[src/design/nn_cfg_pkg.sv]
package nn_cfg_pkg;

    localparam int num_layers_c = 5;   // four hidden layers and the output layer
    localparam int node_w_c     = 10;
    localparam int addr_w_c     = 11;

    typedef logic [node_w_c-1:0] node_t;
    typedef logic [2:0]          layer_idx_t;
    typedef logic [addr_w_c-1:0] addr_t;

    // hidden layer sizes as the cpu writes them, hidden layer 1 in the low byte
    typedef struct packed {
        logic [7:0] hidden4;
        logic [7:0] hidden3;
        logic [7:0] hidden2;
        logic [7:0] hidden1;
    } hidden_sizes_t;

endpackage
[src/design/nn_ctrl_pkg.sv]
package nn_ctrl_pkg;

    // code is visible to software through fsm_state
    typedef enum logic [3:0] {
        OFF              = 4'd0,
        IDLE             = 4'd1,
        SET_LAYERS_INFO  = 4'd2,
        LOAD_INPUTS      = 4'd3,
        LOAD_BIASES      = 4'd4,
        LOAD_WEIGHTS     = 4'd5,
        NEURON_CALC      = 4'd6,
        WAIT_SIG         = 4'd7,
        WAIT_SIG2        = 4'd8,
        STORE_RESULT     = 4'd9,
        SEND_DATA_TO_CPU = 4'd10,
        PREPARE_INPUTS   = 4'd11
    } state_t;

    // single bram port, lane picks the neuron slice of a split memory
    typedef struct packed {
        logic              en;
        logic              we;
        nn_cfg_pkg::addr_t addr;
        nn_cfg_pkg::node_t lane;
    } bram_port_t;

    typedef struct packed {
        logic neuron_en;
        logic accumulation_done;
        logic clc_accumulator;
    } neuron_ctl_t;

endpackage

[src/design/nn_ctrl_top.sv]
`timescale 1ns/10ps

module nn_ctrl_top #(
    parameter int num_neurons = 2
) (
    input  logic                     pi_clk,
    input  logic                     pi_rst,
    input  logic [15:0]              ctrl_signals,
    input  logic [31:0]              num_of_input_nodes,
    input  logic [31:0]              num_of_hidden,
    input  logic [31:0]              num_of_output_nodes,
    input  logic                     axis_slave_valid_data,
    input  logic                     axis_master_data_stored,
    output nn_ctrl_pkg::state_t      fsm_state,
    output logic                     wren_stat_reg,
    output logic [15:0]              stat_reg_data,
    output logic                     axis_slave_data_stored,
    output nn_ctrl_pkg::bram_port_t  bram_inp,
    output nn_ctrl_pkg::bram_port_t  bram_bia,
    output nn_ctrl_pkg::bram_port_t  bram_wei,
    output nn_ctrl_pkg::bram_port_t  bram_reg,
    output nn_ctrl_pkg::neuron_ctl_t neuron,
    output nn_cfg_pkg::node_t        current_layer_nodes,
    output logic                     axis_master_write_data
);

    nn_ctrl_pkg::state_t     state;
    nn_cfg_pkg::node_t       prev_nodes;
    nn_cfg_pkg::node_t       cur_nodes;
    logic                    last_layer;
    logic                    layer_step;
    logic                    load_done;
    logic                    calc_done;
    logic                    store_done;
    logic                    send_done;
    logic                    clc_accumulator;
    logic                    neuron_en;
    logic                    accumulation_done;
    nn_ctrl_pkg::bram_port_t load_inp;
    nn_ctrl_pkg::bram_port_t load_bia;
    nn_ctrl_pkg::bram_port_t load_wei;
    nn_ctrl_pkg::bram_port_t calc_inp;
    nn_ctrl_pkg::bram_port_t calc_bia;
    nn_ctrl_pkg::bram_port_t calc_wei;

    layer_table u_layer_table (
        .pi_clk, .pi_rst, .state,
        .num_of_input_nodes, .num_of_hidden, .num_of_output_nodes,
        .layer_step, .prev_nodes, .cur_nodes, .last_layer
    );

    nn_sequencer #(.num_neurons(num_neurons)) u_sequencer (
        .pi_clk, .pi_rst, .ctrl_signals,
        .load_done, .calc_done, .store_done, .send_done, .cur_nodes, .last_layer,
        .state, .layer_step, .wren_stat_reg, .stat_reg_data, .clc_accumulator
    );

    load_addr_gen #(.num_neurons(num_neurons)) u_load (
        .pi_clk, .pi_rst, .state, .axis_slave_valid_data, .prev_nodes,
        .axis_slave_data_stored, .load_done,
        .bram_inp(load_inp), .bram_bia(load_bia), .bram_wei(load_wei)
    );

    calc_addr_gen u_calc (
        .pi_clk, .pi_rst, .state, .prev_nodes,
        .calc_done, .neuron_en, .accumulation_done,
        .bram_inp_rd(calc_inp), .bram_wei_rd(calc_wei), .bram_bia_rd(calc_bia)
    );

    result_addr_gen #(.num_neurons(num_neurons)) u_result (
        .pi_clk, .pi_rst, .state, .cur_nodes, .axis_master_data_stored,
        .store_done, .send_done, .bram_reg, .axis_master_write_data, .current_layer_nodes
    );

    assign fsm_state = state;

    // load writes and calc reads never share a state, so the ports just merge
    assign bram_inp = load_inp | calc_inp;
    assign bram_bia = load_bia | calc_bia;
    assign bram_wei = load_wei | calc_wei;

    assign neuron = '{neuron_en: neuron_en,
                      accumulation_done: accumulation_done,
                      clc_accumulator: clc_accumulator};

endmodule

[src/design/result_addr_gen.sv]
`timescale 1ns/10ps

module result_addr_gen #(
    parameter int num_neurons = 2
) (
    input  logic                    pi_clk,
    input  logic                    pi_rst,
    input  nn_ctrl_pkg::state_t     state,
    input  nn_cfg_pkg::node_t       cur_nodes,
    input  logic                    axis_master_data_stored,
    output logic                    store_done,
    output logic                    send_done,
    output nn_ctrl_pkg::bram_port_t bram_reg,
    output logic                    axis_master_write_data,
    output nn_cfg_pkg::node_t       current_layer_nodes
);

    nn_cfg_pkg::addr_t reg_addr;   // runs across all passes of a layer
    nn_cfg_pkg::node_t lane_cnt;
    nn_cfg_pkg::node_t rd_cnt;
    logic              in_store;
    logic              in_send;
    logic              store_wr;
    logic              send_rd;

    assign in_store   = (state == nn_ctrl_pkg::STORE_RESULT);
    assign in_send    = (state == nn_ctrl_pkg::SEND_DATA_TO_CPU);
    assign store_done = in_store && (lane_cnt == nn_cfg_pkg::node_t'(num_neurons));
    assign store_wr   = in_store && !store_done;
    assign send_done  = in_send && (rd_cnt == cur_nodes);
    assign send_rd    = in_send && !send_done;

    // strobe drops in the same cycle the word is taken
    assign axis_master_write_data = send_rd && !axis_master_data_stored;
    assign current_layer_nodes    = cur_nodes;

    always_ff @(posedge pi_clk) begin
        if (pi_rst) begin
            reg_addr <= '0;
            lane_cnt <= '0;
            rd_cnt   <= '0;
        end else begin
            lane_cnt <= store_wr ? lane_cnt + 1'b1 : '0;
            if (store_wr) begin
                reg_addr <= reg_addr + 1'b1;
            end else if (in_send) begin
                reg_addr <= '0;   // layer results are out, next layer stores from 0
            end
            if (!in_send) begin
                rd_cnt <= '0;
            end else if (send_rd && axis_master_data_stored) begin
                rd_cnt <= rd_cnt + 1'b1;
            end
        end
    end

    always_comb begin
        bram_reg = '0;
        if (store_wr) begin
            bram_reg = '{en: 1'b1, we: 1'b1, addr: reg_addr, lane: lane_cnt};
        end else if (send_rd) begin
            // port A read only
            bram_reg = '{en: 1'b1, we: 1'b0, addr: nn_cfg_pkg::addr_t'(rd_cnt), lane: '0};
        end
    end

endmodule

[src/design/calc_addr_gen.sv]
`timescale 1ns/10ps

module calc_addr_gen (
    input  logic                    pi_clk,
    input  logic                    pi_rst,
    input  nn_ctrl_pkg::state_t     state,
    input  nn_cfg_pkg::node_t       prev_nodes,
    output logic                    calc_done,
    output logic                    neuron_en,
    output logic                    accumulation_done,
    output nn_ctrl_pkg::bram_port_t bram_inp_rd,
    output nn_ctrl_pkg::bram_port_t bram_wei_rd,
    output nn_ctrl_pkg::bram_port_t bram_bia_rd
);

    nn_cfg_pkg::node_t       k_cnt;
    nn_ctrl_pkg::bram_port_t rd_port;
    logic                    in_calc;
    logic                    rd_active;

    assign in_calc   = (state == nn_ctrl_pkg::NEURON_CALC);
    assign calc_done = in_calc && (k_cnt == prev_nodes);   // exit cycle
    assign rd_active = in_calc && !calc_done;

    always_ff @(posedge pi_clk) begin
        if (pi_rst) begin
            k_cnt             <= '0;
            neuron_en         <= 1'b0;
            accumulation_done <= 1'b0;
        end else begin
            k_cnt             <= rd_active ? k_cnt + 1'b1 : '0;
            neuron_en         <= rd_active;                // bram data lags its address by one
            accumulation_done <= neuron_en && !rd_active;  // one pulse after the last product
        end
    end

    always_comb begin
        rd_port = '0;
        if (rd_active) begin
            rd_port = '{en: 1'b1, we: 1'b0, addr: nn_cfg_pkg::addr_t'(k_cnt), lane: '0};
        end
    end

    assign bram_inp_rd = rd_port;
    assign bram_wei_rd = rd_port;   // lane 0, all lanes read word k together
    assign bram_bia_rd = rd_port;   // neuron j picks its bias up as word j goes by

endmodule

[src/design/load_addr_gen.sv]
`timescale 1ns/10ps

module load_addr_gen #(
    parameter int num_neurons = 2
) (
    input  logic                    pi_clk,
    input  logic                    pi_rst,
    input  nn_ctrl_pkg::state_t     state,
    input  logic                    axis_slave_valid_data,
    input  nn_cfg_pkg::node_t       prev_nodes,
    output logic                    axis_slave_data_stored,
    output logic                    load_done,
    output nn_ctrl_pkg::bram_port_t bram_inp,
    output nn_ctrl_pkg::bram_port_t bram_bia,
    output nn_ctrl_pkg::bram_port_t bram_wei
);

    nn_cfg_pkg::node_t       word_cnt;
    nn_cfg_pkg::node_t       lane_cnt;   // only moves for weights
    nn_ctrl_pkg::bram_port_t wr_port;
    logic                    in_load;
    logic                    accept;
    logic                    word_wrap;

    assign in_load = state inside {nn_ctrl_pkg::LOAD_INPUTS, nn_ctrl_pkg::LOAD_BIASES,
                                   nn_ctrl_pkg::LOAD_WEIGHTS};

    always_comb begin
        case (state)
            nn_ctrl_pkg::LOAD_INPUTS:  load_done = (word_cnt == prev_nodes);
            nn_ctrl_pkg::LOAD_BIASES:  load_done = (word_cnt == nn_cfg_pkg::node_t'(num_neurons));
            nn_ctrl_pkg::LOAD_WEIGHTS: load_done = (lane_cnt == nn_cfg_pkg::node_t'(num_neurons));
            default:                   load_done = 1'b0;
        endcase
    end

    assign accept                 = in_load && axis_slave_valid_data && !load_done;
    assign axis_slave_data_stored = accept;

    // weight words fill one lane over the previous layer, then step to the next lane
    assign word_wrap = (state == nn_ctrl_pkg::LOAD_WEIGHTS) && (word_cnt == prev_nodes - 1'b1);

    always_ff @(posedge pi_clk) begin
        if (pi_rst) begin
            word_cnt <= '0;
            lane_cnt <= '0;
        end else if (!in_load || load_done) begin
            word_cnt <= '0;   // next phase starts from word 0
            lane_cnt <= '0;
        end else if (accept) begin
            if (word_wrap) begin
                word_cnt <= '0;
                lane_cnt <= lane_cnt + 1'b1;
            end else begin
                word_cnt <= word_cnt + 1'b1;
            end
        end
    end

    always_comb begin
        wr_port = '0;
        if (accept) begin
            wr_port = '{en: 1'b1, we: 1'b1, addr: nn_cfg_pkg::addr_t'(word_cnt), lane: lane_cnt};
        end
        bram_inp = (state == nn_ctrl_pkg::LOAD_INPUTS)  ? wr_port : '0;
        bram_bia = (state == nn_ctrl_pkg::LOAD_BIASES)  ? wr_port : '0;
        bram_wei = (state == nn_ctrl_pkg::LOAD_WEIGHTS) ? wr_port : '0;
    end

endmodule

[src/design/nn_sequencer.sv]
`timescale 1ns/10ps

module nn_sequencer #(
    parameter int num_neurons = 2
) (
    input  logic                pi_clk,
    input  logic                pi_rst,
    input  logic [15:0]         ctrl_signals,
    input  logic                load_done,
    input  logic                calc_done,
    input  logic                store_done,
    input  logic                send_done,
    input  nn_cfg_pkg::node_t   cur_nodes,
    input  logic                last_layer,
    output nn_ctrl_pkg::state_t state,
    output logic                layer_step,
    output logic                wren_stat_reg,
    output logic [15:0]         stat_reg_data,
    output logic                clc_accumulator
);

    nn_ctrl_pkg::state_t state_nxt;
    nn_cfg_pkg::node_t   pass_cnt;
    logic                nn_enable;
    logic                start;
    logic                last_pass;
    logic                busy;
    logic                busy_nxt;

    assign nn_enable = ctrl_signals[0];
    assign start     = ctrl_signals[1];

    // a layer takes cur_nodes / num_neurons passes
    assign last_pass = (pass_cnt == cur_nodes / nn_cfg_pkg::node_t'(num_neurons) - 1'b1);

    // last store cycle clears the accumulators
    assign clc_accumulator = (state == nn_ctrl_pkg::STORE_RESULT) && store_done;

    always_comb begin
        state_nxt     = state;
        busy_nxt      = busy;
        wren_stat_reg = 1'b0;
        layer_step    = 1'b0;
        case (state)
            nn_ctrl_pkg::OFF: if (nn_enable) state_nxt = nn_ctrl_pkg::IDLE;
            nn_ctrl_pkg::IDLE: begin
                if (start) begin
                    state_nxt     = nn_ctrl_pkg::SET_LAYERS_INFO;
                    busy_nxt      = 1'b1;
                    wren_stat_reg = 1'b1;
                end
            end
            nn_ctrl_pkg::SET_LAYERS_INFO: state_nxt = nn_ctrl_pkg::LOAD_INPUTS;
            nn_ctrl_pkg::LOAD_INPUTS:  if (load_done) state_nxt = nn_ctrl_pkg::LOAD_BIASES;
            nn_ctrl_pkg::LOAD_BIASES:  if (load_done) state_nxt = nn_ctrl_pkg::LOAD_WEIGHTS;
            nn_ctrl_pkg::LOAD_WEIGHTS: if (load_done) state_nxt = nn_ctrl_pkg::NEURON_CALC;
            nn_ctrl_pkg::NEURON_CALC:  if (calc_done) state_nxt = nn_ctrl_pkg::WAIT_SIG;
            nn_ctrl_pkg::WAIT_SIG:     state_nxt = nn_ctrl_pkg::WAIT_SIG2;   // bram and adder drain
            nn_ctrl_pkg::WAIT_SIG2:    state_nxt = nn_ctrl_pkg::STORE_RESULT;
            nn_ctrl_pkg::STORE_RESULT: begin
                if (store_done) begin
                    state_nxt = last_pass ? nn_ctrl_pkg::SEND_DATA_TO_CPU
                                          : nn_ctrl_pkg::LOAD_BIASES;
                end
            end
            nn_ctrl_pkg::SEND_DATA_TO_CPU: begin
                if (send_done) begin
                    wren_stat_reg = 1'b1;
                    layer_step    = 1'b1;
                    if (last_layer) begin
                        state_nxt = nn_ctrl_pkg::IDLE;
                        busy_nxt  = 1'b0;   // network done
                    end else begin
                        state_nxt = nn_ctrl_pkg::PREPARE_INPUTS;
                    end
                end
            end
            nn_ctrl_pkg::PREPARE_INPUTS: state_nxt = nn_ctrl_pkg::LOAD_INPUTS;
            default: state_nxt = nn_ctrl_pkg::OFF;
        endcase
    end

    always_ff @(posedge pi_clk) begin
        if (pi_rst) begin
            state    <= nn_ctrl_pkg::OFF;
            busy     <= 1'b0;
            pass_cnt <= '0;
        end else begin
            state <= state_nxt;
            busy  <= busy_nxt;
            if (state == nn_ctrl_pkg::LOAD_INPUTS) begin
                pass_cnt <= '0;
            end else if (clc_accumulator) begin
                pass_cnt <= pass_cnt + 1'b1;
            end
        end
    end

    // status word carries the busy value being written with the pulse
    assign stat_reg_data = {15'h0000, busy_nxt};

endmodule

[src/design/layer_table.sv]
`timescale 1ns/10ps

module layer_table (
    input  logic                pi_clk,
    input  logic                pi_rst,
    input  nn_ctrl_pkg::state_t state,
    input  logic [31:0]         num_of_input_nodes,
    input  logic [31:0]         num_of_hidden,
    input  logic [31:0]         num_of_output_nodes,
    input  logic                layer_step,
    output nn_cfg_pkg::node_t   prev_nodes,
    output nn_cfg_pkg::node_t   cur_nodes,
    output logic                last_layer
);

    nn_cfg_pkg::hidden_sizes_t hidden;
    nn_cfg_pkg::node_t         prev_tab [nn_cfg_pkg::num_layers_c];
    nn_cfg_pkg::node_t         cur_tab  [nn_cfg_pkg::num_layers_c];
    nn_cfg_pkg::layer_idx_t    layer_idx;   // 0 is hidden layer 1

    assign hidden = nn_cfg_pkg::hidden_sizes_t'(num_of_hidden);

    // follows the register map while idle, so the start edge is the last load
    always_ff @(posedge pi_clk) begin
        if (state == nn_ctrl_pkg::IDLE) begin
            prev_tab[0] <= nn_cfg_pkg::node_t'(num_of_input_nodes);
            prev_tab[1] <= nn_cfg_pkg::node_t'(hidden.hidden1);
            prev_tab[2] <= nn_cfg_pkg::node_t'(hidden.hidden2);
            prev_tab[3] <= nn_cfg_pkg::node_t'(hidden.hidden3);
            prev_tab[4] <= nn_cfg_pkg::node_t'(hidden.hidden4);
            cur_tab[0]  <= nn_cfg_pkg::node_t'(hidden.hidden1);
            cur_tab[1]  <= nn_cfg_pkg::node_t'(hidden.hidden2);
            cur_tab[2]  <= nn_cfg_pkg::node_t'(hidden.hidden3);
            cur_tab[3]  <= nn_cfg_pkg::node_t'(hidden.hidden4);
            cur_tab[4]  <= nn_cfg_pkg::node_t'(num_of_output_nodes);
        end
    end

    always_ff @(posedge pi_clk) begin
        if (pi_rst || state == nn_ctrl_pkg::IDLE) begin
            layer_idx <= '0;
        end else if (layer_step && !last_layer) begin
            layer_idx <= layer_idx + 1'b1;   // held on the output layer until idle
        end
    end

    assign last_layer = (layer_idx == nn_cfg_pkg::layer_idx_t'(nn_cfg_pkg::num_layers_c - 1));
    assign prev_nodes = prev_tab[layer_idx];
    assign cur_nodes  = cur_tab[layer_idx];

endmodule

[config.mk]
export PLATFORM = sky130hd
export DESIGN_NAME = nn_ctrl_top
export DESIGN_NICKNAME = d
export VERILOG_FILES = /design/src/design/nn_cfg_pkg.sv /design/src/design/nn_ctrl_pkg.sv /design/src/design/nn_ctrl_top.sv /design/src/design/result_addr_gen.sv /design/src/design/calc_addr_gen.sv /design/src/design/load_addr_gen.sv /design/src/design/nn_sequencer.sv /design/src/design/layer_table.sv
export SDC_FILE = /design/constraint.sdc
export NUM_CORES = 1
export LEC_CHECK = 0
export BUFFER_PORTS_ARGS = -buffer_cell sky130_fd_sc_hd__buf_2
export CORE_ASPECT_RATIO = 1.4
export CORE_MARGIN = 4
export CORE_UTILIZATION = 29
export DETAILED_ROUTE_END_ITERATION = 12
export PLACE_DENSITY = 0.56
export SYNTH_ARGS = -nofsm -noshare
export SYNTH_HDL_FRONTEND = slang
export SYNTH_SLANG_ARGS = --single-unit
[constraint.sdc]
create_clock -name pi_clk -period 8.37 [get_ports pi_clk]
set_input_delay 1.2555 -clock pi_clk [delete_from_list [all_inputs] [get_ports pi_clk]]
set_output_delay 1.2555 -clock pi_clk [all_outputs]
set_load 0.03 [all_outputs]
==> results of run 1 <==
==> placed cells by master, fill, tap and decap left out, types with 7 or more instances in the layout <==
cell,netlist,final
and3_1,30,30
conb_1,1,18
edfxtp_1,52,52
clkbuf_16,0,17
mux2i_1,30,30
dfxtp_1,84,83
buf_2,6,167
or3_1,14,14
o21ai_0,29,29
ha_1,12,12
buf_4,24,11
and2_1,41,40
or2_2,8,8
nor2b_1,12,12
nand3b_1,7,7
nor4_1,13,13
a22o_1,38,38
nand3_1,42,42
nor2_1,81,81
nor3_1,15,15
nand4_1,17,17
xnor2_1,46,46
mux4_2,8,8
a31oi_1,12,12
nand2_1,64,64
xor2_1,36,36
a21oi_1,37,37
inv_1,23,23
==> per-layer routing <==
layer | GRT usage | vias to the layer above | wire (um)
met4 | 0.0623 | 0 | 760
li1 | - | 3548 | -
met1 | 0.182 | 3367 | 10100
met2 | 0.264 | 216 | 12200
met5 | 0 | - | 0
met3 | 0.0283 | 45 | 1180
==> power by group through the flow <==
stage	logic [W]	clock network, W	registers, W
finish	0.000332	0.000837	0.000814
global route	0.000363	0.000885	0.000821
CTS	0.000334	0.000861	0.000815
detailed placement	0.000333	0	0.000829
global placement	0.000331	0	0.000828
floorplan	0.000247	0	0.000812
==> synthesized netlist by cell type, types with 6 or more instances <==
| library cell | count | share of area |
|---|---|---|
| a21oi_1 | 37 | 0.022 |
| a22o_1 | 38 | 0.040 |
| a31oi_1 | 12 | 0.0090 |
| and2_1 | 41 | 0.031 |
| and3_1 | 30 | 0.023 |
| buf_2 | 6 | 0.0036 |
| buf_4 | 24 | 0.022 |
| clkbuf_1 | 46 | 0.021 |
| dfxtp_1 | 84 | 0.20 |
| edfxtp_1 | 52 | 0.19 |
| ha_1 | 12 | 0.018 |
| inv_1 | 23 | 0.010 |
| mux2i_1 | 30 | 0.036 |
| mux4_2 | 8 | 0.022 |
| nand2_1 | 64 | 0.029 |
| nand3_1 | 42 | 0.025 |
| nand3b_1 | 7 | 0.0063 |
| nand4_1 | 17 | 0.013 |
| nor2_1 | 81 | 0.037 |
| nor2b_1 | 12 | 0.0090 |
| nor3_1 | 15 | 0.0090 |
| nor4_1 | 13 | 0.0098 |
| o21ai_0 | 29 | 0.017 |
| or2_2 | 8 | 0.0060 |
| or3_1 | 14 | 0.011 |
| xnor2_1 | 46 | 0.049 |
| xor2_1 | 36 | 0.038 |
==> state kept, by name, indices dropped and copies added, names as in the netlist, 3 cells and up, named ones only <==
| register | cells |
|---|---|
| u_load.lane_cnt | 10 |
| u_calc.k_cnt | 10 |
| u_result.lane_cnt | 10 |
| u_sequencer.state | 4 |
| u_result.reg_addr | 11 |
| u_sequencer.pass_cnt | 10 |
| u_result.rd_cnt | 10 |
| u_load.word_cnt | 10 |
| u_layer_table.layer_idx | 3 |
| u_layer_table.cur_tab | 18 |
| u_layer_table.prev_tab | 34 |
==> layout make-up <==
| cell class | count | area, sq um |
|---|---|---|
| clock buffers | 18 | 429 |
| clock inverters | 14 | 221 |
| fillers | 2914 | 18300 |
| inverters | 25 | 93.8 |
| multi-input cells | 691 | 4630 |
| flip-flops and latches | 136 | 3240 |
| well taps | 375 | 469 |
| repair buffers | 178 | 918 |
==> how the worst min path moves through the flow <==
| stage | startpoint | endpoint | slack, ns | cells after the start |
|---|---|---|---|---|
| after CTS | u_result.lane_cnt[0]$_SDFF_PP0_ | u_result.lane_cnt[0]$_SDFF_PP0_ | 0.48 | 1 |
| after detailed placement | u_result.lane_cnt[0]$_SDFF_PP0_ | u_result.lane_cnt[0]$_SDFF_PP0_ | 0.47 | 1 |
| after global placement | u_result.lane_cnt[0]$_SDFF_PP0_ | u_result.lane_cnt[0]$_SDFF_PP0_ | 0.46 | 1 |
| final | u_result.lane_cnt[0]$_SDFF_PP0_ | u_result.lane_cnt[0]$_SDFF_PP0_ | 0.48 | 1 |
| after floorplan | u_result.lane_cnt[0]$_SDFF_PP0_ | u_result.lane_cnt[0]$_SDFF_PP0_ | 0.44 | 1 |
| after global routing | u_calc.neuron_en$_SDFF_PP0_ | u_calc.accumulation_done$_SDFF_PP0_ | 0.49 | 1 |
==> kinds of logic (layout without fill, tap and decap cells) <==
kind of cell	count (synthesis)	count (layout)	synth area share
AO/OA/AOI/OAI	167	167	0.145
multiplexers	43	43	0.0678
XOR/XNOR	82	82	0.0865
AND/OR/NAND/NOR	369	369	0.232
flip-flops	136	136	0.391
buffers and inverters	106	235	0.0597
adder cells (fa/ha/maj)	12	12	0.0181
other	1	18	0.000452
==> per-stage QoR <==
step | instance area (sq um) | cells
floorplan | 8370 | 933
global placement | 9350 | 1405
detailed placement | 9350 | 1405
CTS | 10000 | 1437
global route | 10000 | 1437
finish | 10000 | 1437
==> metrics, run 1 <==
Syn Area/Cell=9.06 sq um; post-synthesis sequential area ratio=0.391; initial antenna violation count=0; Layout Nets=1177; Worst-path clk slew=0.07 ns; die area=31400 sq um; vias in the first global route=6838; Resize count post-CTS=0; max-slew violations=0; RSZ-0062 raised after global routing=no; Total GRT Usage=0.152; post-route worst setup slack=1.92 ns; sw frac=0.286; antenna-violating nets left=0; Final setup violation count=0; Setup crit end kind=output port; Cell variety after synth=70; sw power=0.000566 W; crit path kind=flip-flop to output port; leak pwr=3.94 nW; setup bufs post-CTS=0; critical path's slowest cell=dfxtp_2; initial DRC count=470; Synth Flop Type=dfxtp_1; WP data required=7.11 ns; post-route setup TNS=0 ns; YS warnings=0; Slew @ Worst Pin=1.20 ns; CTS Buf Count=17; flop and latch count out of synthesis=136; final core utilization=0.353; pin count of the biggest net entering global routing=54; routed wire length per instance=16.9 um; CP top delay family=simple AND/OR/NAND/NOR gates; period utilization=0.770; Fin Hold WS=0.477 ns; status=completed; Die Wd=151 um; max incr delay on CP=0.91 ns; CTS H-tree depth=4; clock network power share=0.422; drc violations=0; reg2reg path depth=12; global-route wire length before repair=37.4 mm; Area Overhead vs Synth=20.5%; CP bufs+invs=2; Power Density=198 nW/um^2; number of vias per cell=4.99; Die Y=208 um; Root Driver=clkbuf_16; endpoints failing hold=0; Row Count=73; layout cells sized above 1=0.229; crit path launch type=flip-flop; total power=0.00198 W; synthesized instance count=916; combinational power share=0.168; CTS Hold Bufs=0; Int Pwr=0.00142 W; pre-CTS setup slack=2.39 ns; Initial Utilization=0.293; maximum clock path buffer count=2; diode count=0; WP data arrival=5.19 ns; maxcap violations=0; Peak Freq=0.155 GHz; crit path max fanout=30; Rel. slew slack=0.193; grt total ovfl=0; CTS tree=yes; sequential share of power=0.410; io pins=244; maximum vdd drop=138 uV; Crit path depth=10; IO Port Bufs=167; Detail Placement HPWL=18.2 mm; asr flop ratio synth=0; core area=28300 sq um; Worst Hold Class=flip-flop to flip-flop; Clock Skew=0.00965 ns; GPL Wtd Cong=0.811; Final Critical Period=6.45 ns; CP endpoint=bram_bia[22]; clock sink count=136; Vias=7176; DR pass1 iterations=5; Post-synth EDFFs=52; crit path cell chain=mux4_2, mux2i_1, xnor2_1, nor4_1, a31oi_1, nand2_1, clkinv_1, and3_1, or2_2, buf_2; Worst R2R Setup Slack=3.66 ns; area of the mapped netlist=8300 sq um; Worst-Skew Late Latency=0.43 ns; reg2reg end=u_load.word_cnt[7]$_SDFFE_PP0N_; final WL=24.2 mm
(Power assumes the default switching activity.)
==> run 2: changes to the inputs <==
- ABC_AREA: not set -> 1
- PLACE_DENSITY: 0.56 -> 0.55
- clock period: 8.37 -> 6.4 ns (I/O delays scaled with it)
==> metrics, run 2 <==
Int Pwr=0.00179 W; DR pass1 iterations=4; Final setup violation count=0; synthesized instance count=1287; final instance area=10500 sq um; pre-CTS setup slack=1.77 ns; crit path launch type=flip-flop; layout cells sized above 1=0.195; Slew @ Worst Pin=0.872 ns; area occupied by registers=3240 sq um; final non-filler cell total=1834; biggest regs=u_layer_table.prev_tab x34, u_layer_table.cur_tab x18, u_result.reg_addr x11; max reg flops=34; Synth area leaders=dfxtp_1, edfxtp_1, nand2_1; clock sink count=136; Power Density=263 nW/um^2; Layout Nets=1564; Vias=8581; Worst Hold Class=flip-flop to flip-flop; endpoints failing hold=0; period utilization=0.784; sw frac=0.351; area of the mapped netlist=8910 sq um; sequential share of power=0.384; IO Port Bufs=167; Worst R2R Setup Slack=2.91 ns; status=completed; Worst-Skew Late Latency=0.44 ns; initial DRC count=601; CTS H-tree depth=4; crit path kind=flip-flop to output port; Resize count post-CTS=0; die area=33600 sq um; flop and latch count out of synthesis=136; Biggest register=u_layer_table.prev_tab; Syn Area/Cell=6.92 sq um; Area Overhead vs Synth=17.7%; commonest cells after routing, fill and taps aside=nand2_1, inv_1, buf_2; leak pwr=4.46 nW; most frequent cells after synthesis=nand2_1, inv_1, nor2_1; post-route setup TNS=0 ns; WP data arrival=4.06 ns; reg2reg path depth=14; antenna-violating nets left=0; number of vias per cell=4.68; grt total ovfl=0; leading cell type in the layout, fill and taps excluded=nand2_1; Synth Flop Type=dfxtp_1; YS warnings=0; most numerous cell in the Yosys netlist=nand2_1; diode count=0; global-route wire length before repair=41.7 mm; vias in the first global route=8179; Row Count=75; CP endpoint=bram_inp[2]; WP data required=5.44 ns; Peak Freq=0.199 GHz; io pins=244; Worst-path clk slew=0.07 ns; Die Y=215 um; Final Critical Period=5.02 ns; Setup crit end kind=output port; reg2reg end=u_load.lane_cnt[1]$_SDFFE_PP0P_; CTS Buf Count=17; Detail Placement HPWL=20.7 mm; Total GRT Usage=0.155; asr flop ratio synth=0; crit path cell chain=inv_2, nand3_1, nand3_1, nand2_2, inv_2, nand2_1, nand2_1, nand2_1, nor2_1, nand3_2, nand2_2, nor2_2, inv_2, nor2_2, inv_1, nor2_1, buf_2; maximum clock path buffer count=2; crit path max fanout=21; Synth area leader=dfxtp_1; Cell Area, Placed=9870 sq um; initial antenna violation count=0; CTS tree=yes; sw power=0.000967 W; post-synthesis sequential area ratio=0.364; core area=30100 sq um; pin count of the biggest net entering global routing=55; post-route worst setup slack=1.38 ns; maximum vdd drop=187 uV; Die Wd=156 um; Initial Utilization=0.296; combinational power share=0.239; critical path's slowest cell=dfxtp_1; RSZ-0062 raised after global routing=no; Root Driver=clkbuf_16; max incr delay on CP=0.89 ns; Placed Cells=1802; GPL Wtd Cong=0.913; routed wire length per instance=14.4 um; maxcap violations=0; CTS Hold Bufs=0; setup bufs post-CTS=0; post-synth top area share=0.189; Rel. slew slack=0.418; clock network power share=0.378; final WL=26.5 mm; drc violations=0; Post-synth EDFFs=52; total power=0.00276 W; fillers=3254; Cell variety after synth=52; multi-input logic area=4570 sq um; Clock Skew=0.00928 ns; max-slew violations=0
run 2: power groups by stage:
stage | combinational [W] | clock [W] | sequential, W
after global placement | 0.000659 | 0 | 0.00108
after CTS | 0.000667 | 0.00107 | 0.00106
after global routing | 0.000744 | 0.00110 | 0.00107
after detailed placement | 0.000664 | 0 | 0.00108
final | 0.000658 | 0.00104 | 0.00106
after floorplan | 0.000478 | 0 | 0.00108
run 2: worst min path at each step:
| stage | startpoint | end | cells past startpoint | slack [ns] |
|---|---|---|---|---|
| after floorplan | u_result.lane_cnt[0]$_SDFF_PP0_ | u_result.lane_cnt[0]$_SDFF_PP0_ | 1 | 0.42 |
| after global placement | u_result.lane_cnt[0]$_SDFF_PP0_ | u_result.lane_cnt[0]$_SDFF_PP0_ | 1 | 0.43 |
| after detailed placement | u_result.lane_cnt[0]$_SDFF_PP0_ | u_result.lane_cnt[0]$_SDFF_PP0_ | 1 | 0.44 |
| after CTS | u_result.lane_cnt[0]$_SDFF_PP0_ | u_result.lane_cnt[0]$_SDFF_PP0_ | 1 | 0.45 |
| after global routing | u_result.lane_cnt[0]$_SDFF_PP0_ | u_result.lane_cnt[0]$_SDFF_PP0_ | 1 | 0.46 |
| final | u_result.lane_cnt[0]$_SDFF_PP0_ | u_result.lane_cnt[0]$_SDFF_PP0_ | 1 | 0.45 |
run 2: cell type report:
class / count / area share
multi-input cells: 921 / 0.436
inverters: 189 / 0.0683
repair buffers: 171 / 0.0826
clock buffers: 17 / 0.0406
clock inverters: 15 / 0.0173
well taps: 385 / 0.0460
flip-flops and latches: 136 / 0.309
run 2: worst max-delay path: cells and delay by family, from the launching register on:
family	cells	cell delay, ns
AND/OR/NAND/NOR	12	1.72
buffers and inverters	5	1.00
flip-flops	1	0.89
run 2: through the flow:
stage / util / hold slack (ns)
finish: 0.348 / 0.453
global route: 0.348 / 0.455
floorplan: - / 0.417
detailed placement: 0.328 / 0.439
global placement: 0.328 / 0.432
CTS: 0.348 / 0.448
run 2: cell families (layout without fill, tap and decap cells):
kind of cell             count (synthesis)  after routing  synth area share
flip-flops                             136            136             0.364
other                                    1             18          0.000421
AO/OA/AOI/OAI                          150            150            0.0919
adder cells (fa/ha/maj)                 12             12            0.0169
buffers and inverters                  247            392             0.131
AND/OR/NAND/NOR                        707            707             0.362
XOR/XNOR                                34             34            0.0334
run 2: layer usage:
layer | part of all wire | global-route usage
met1 | 0.42 | 0.185
met2 | 0.49 | 0.271
met3 | 0.053 | 0.0239
met4 | 0.034 | 0.0729
met5 | 0 | 0
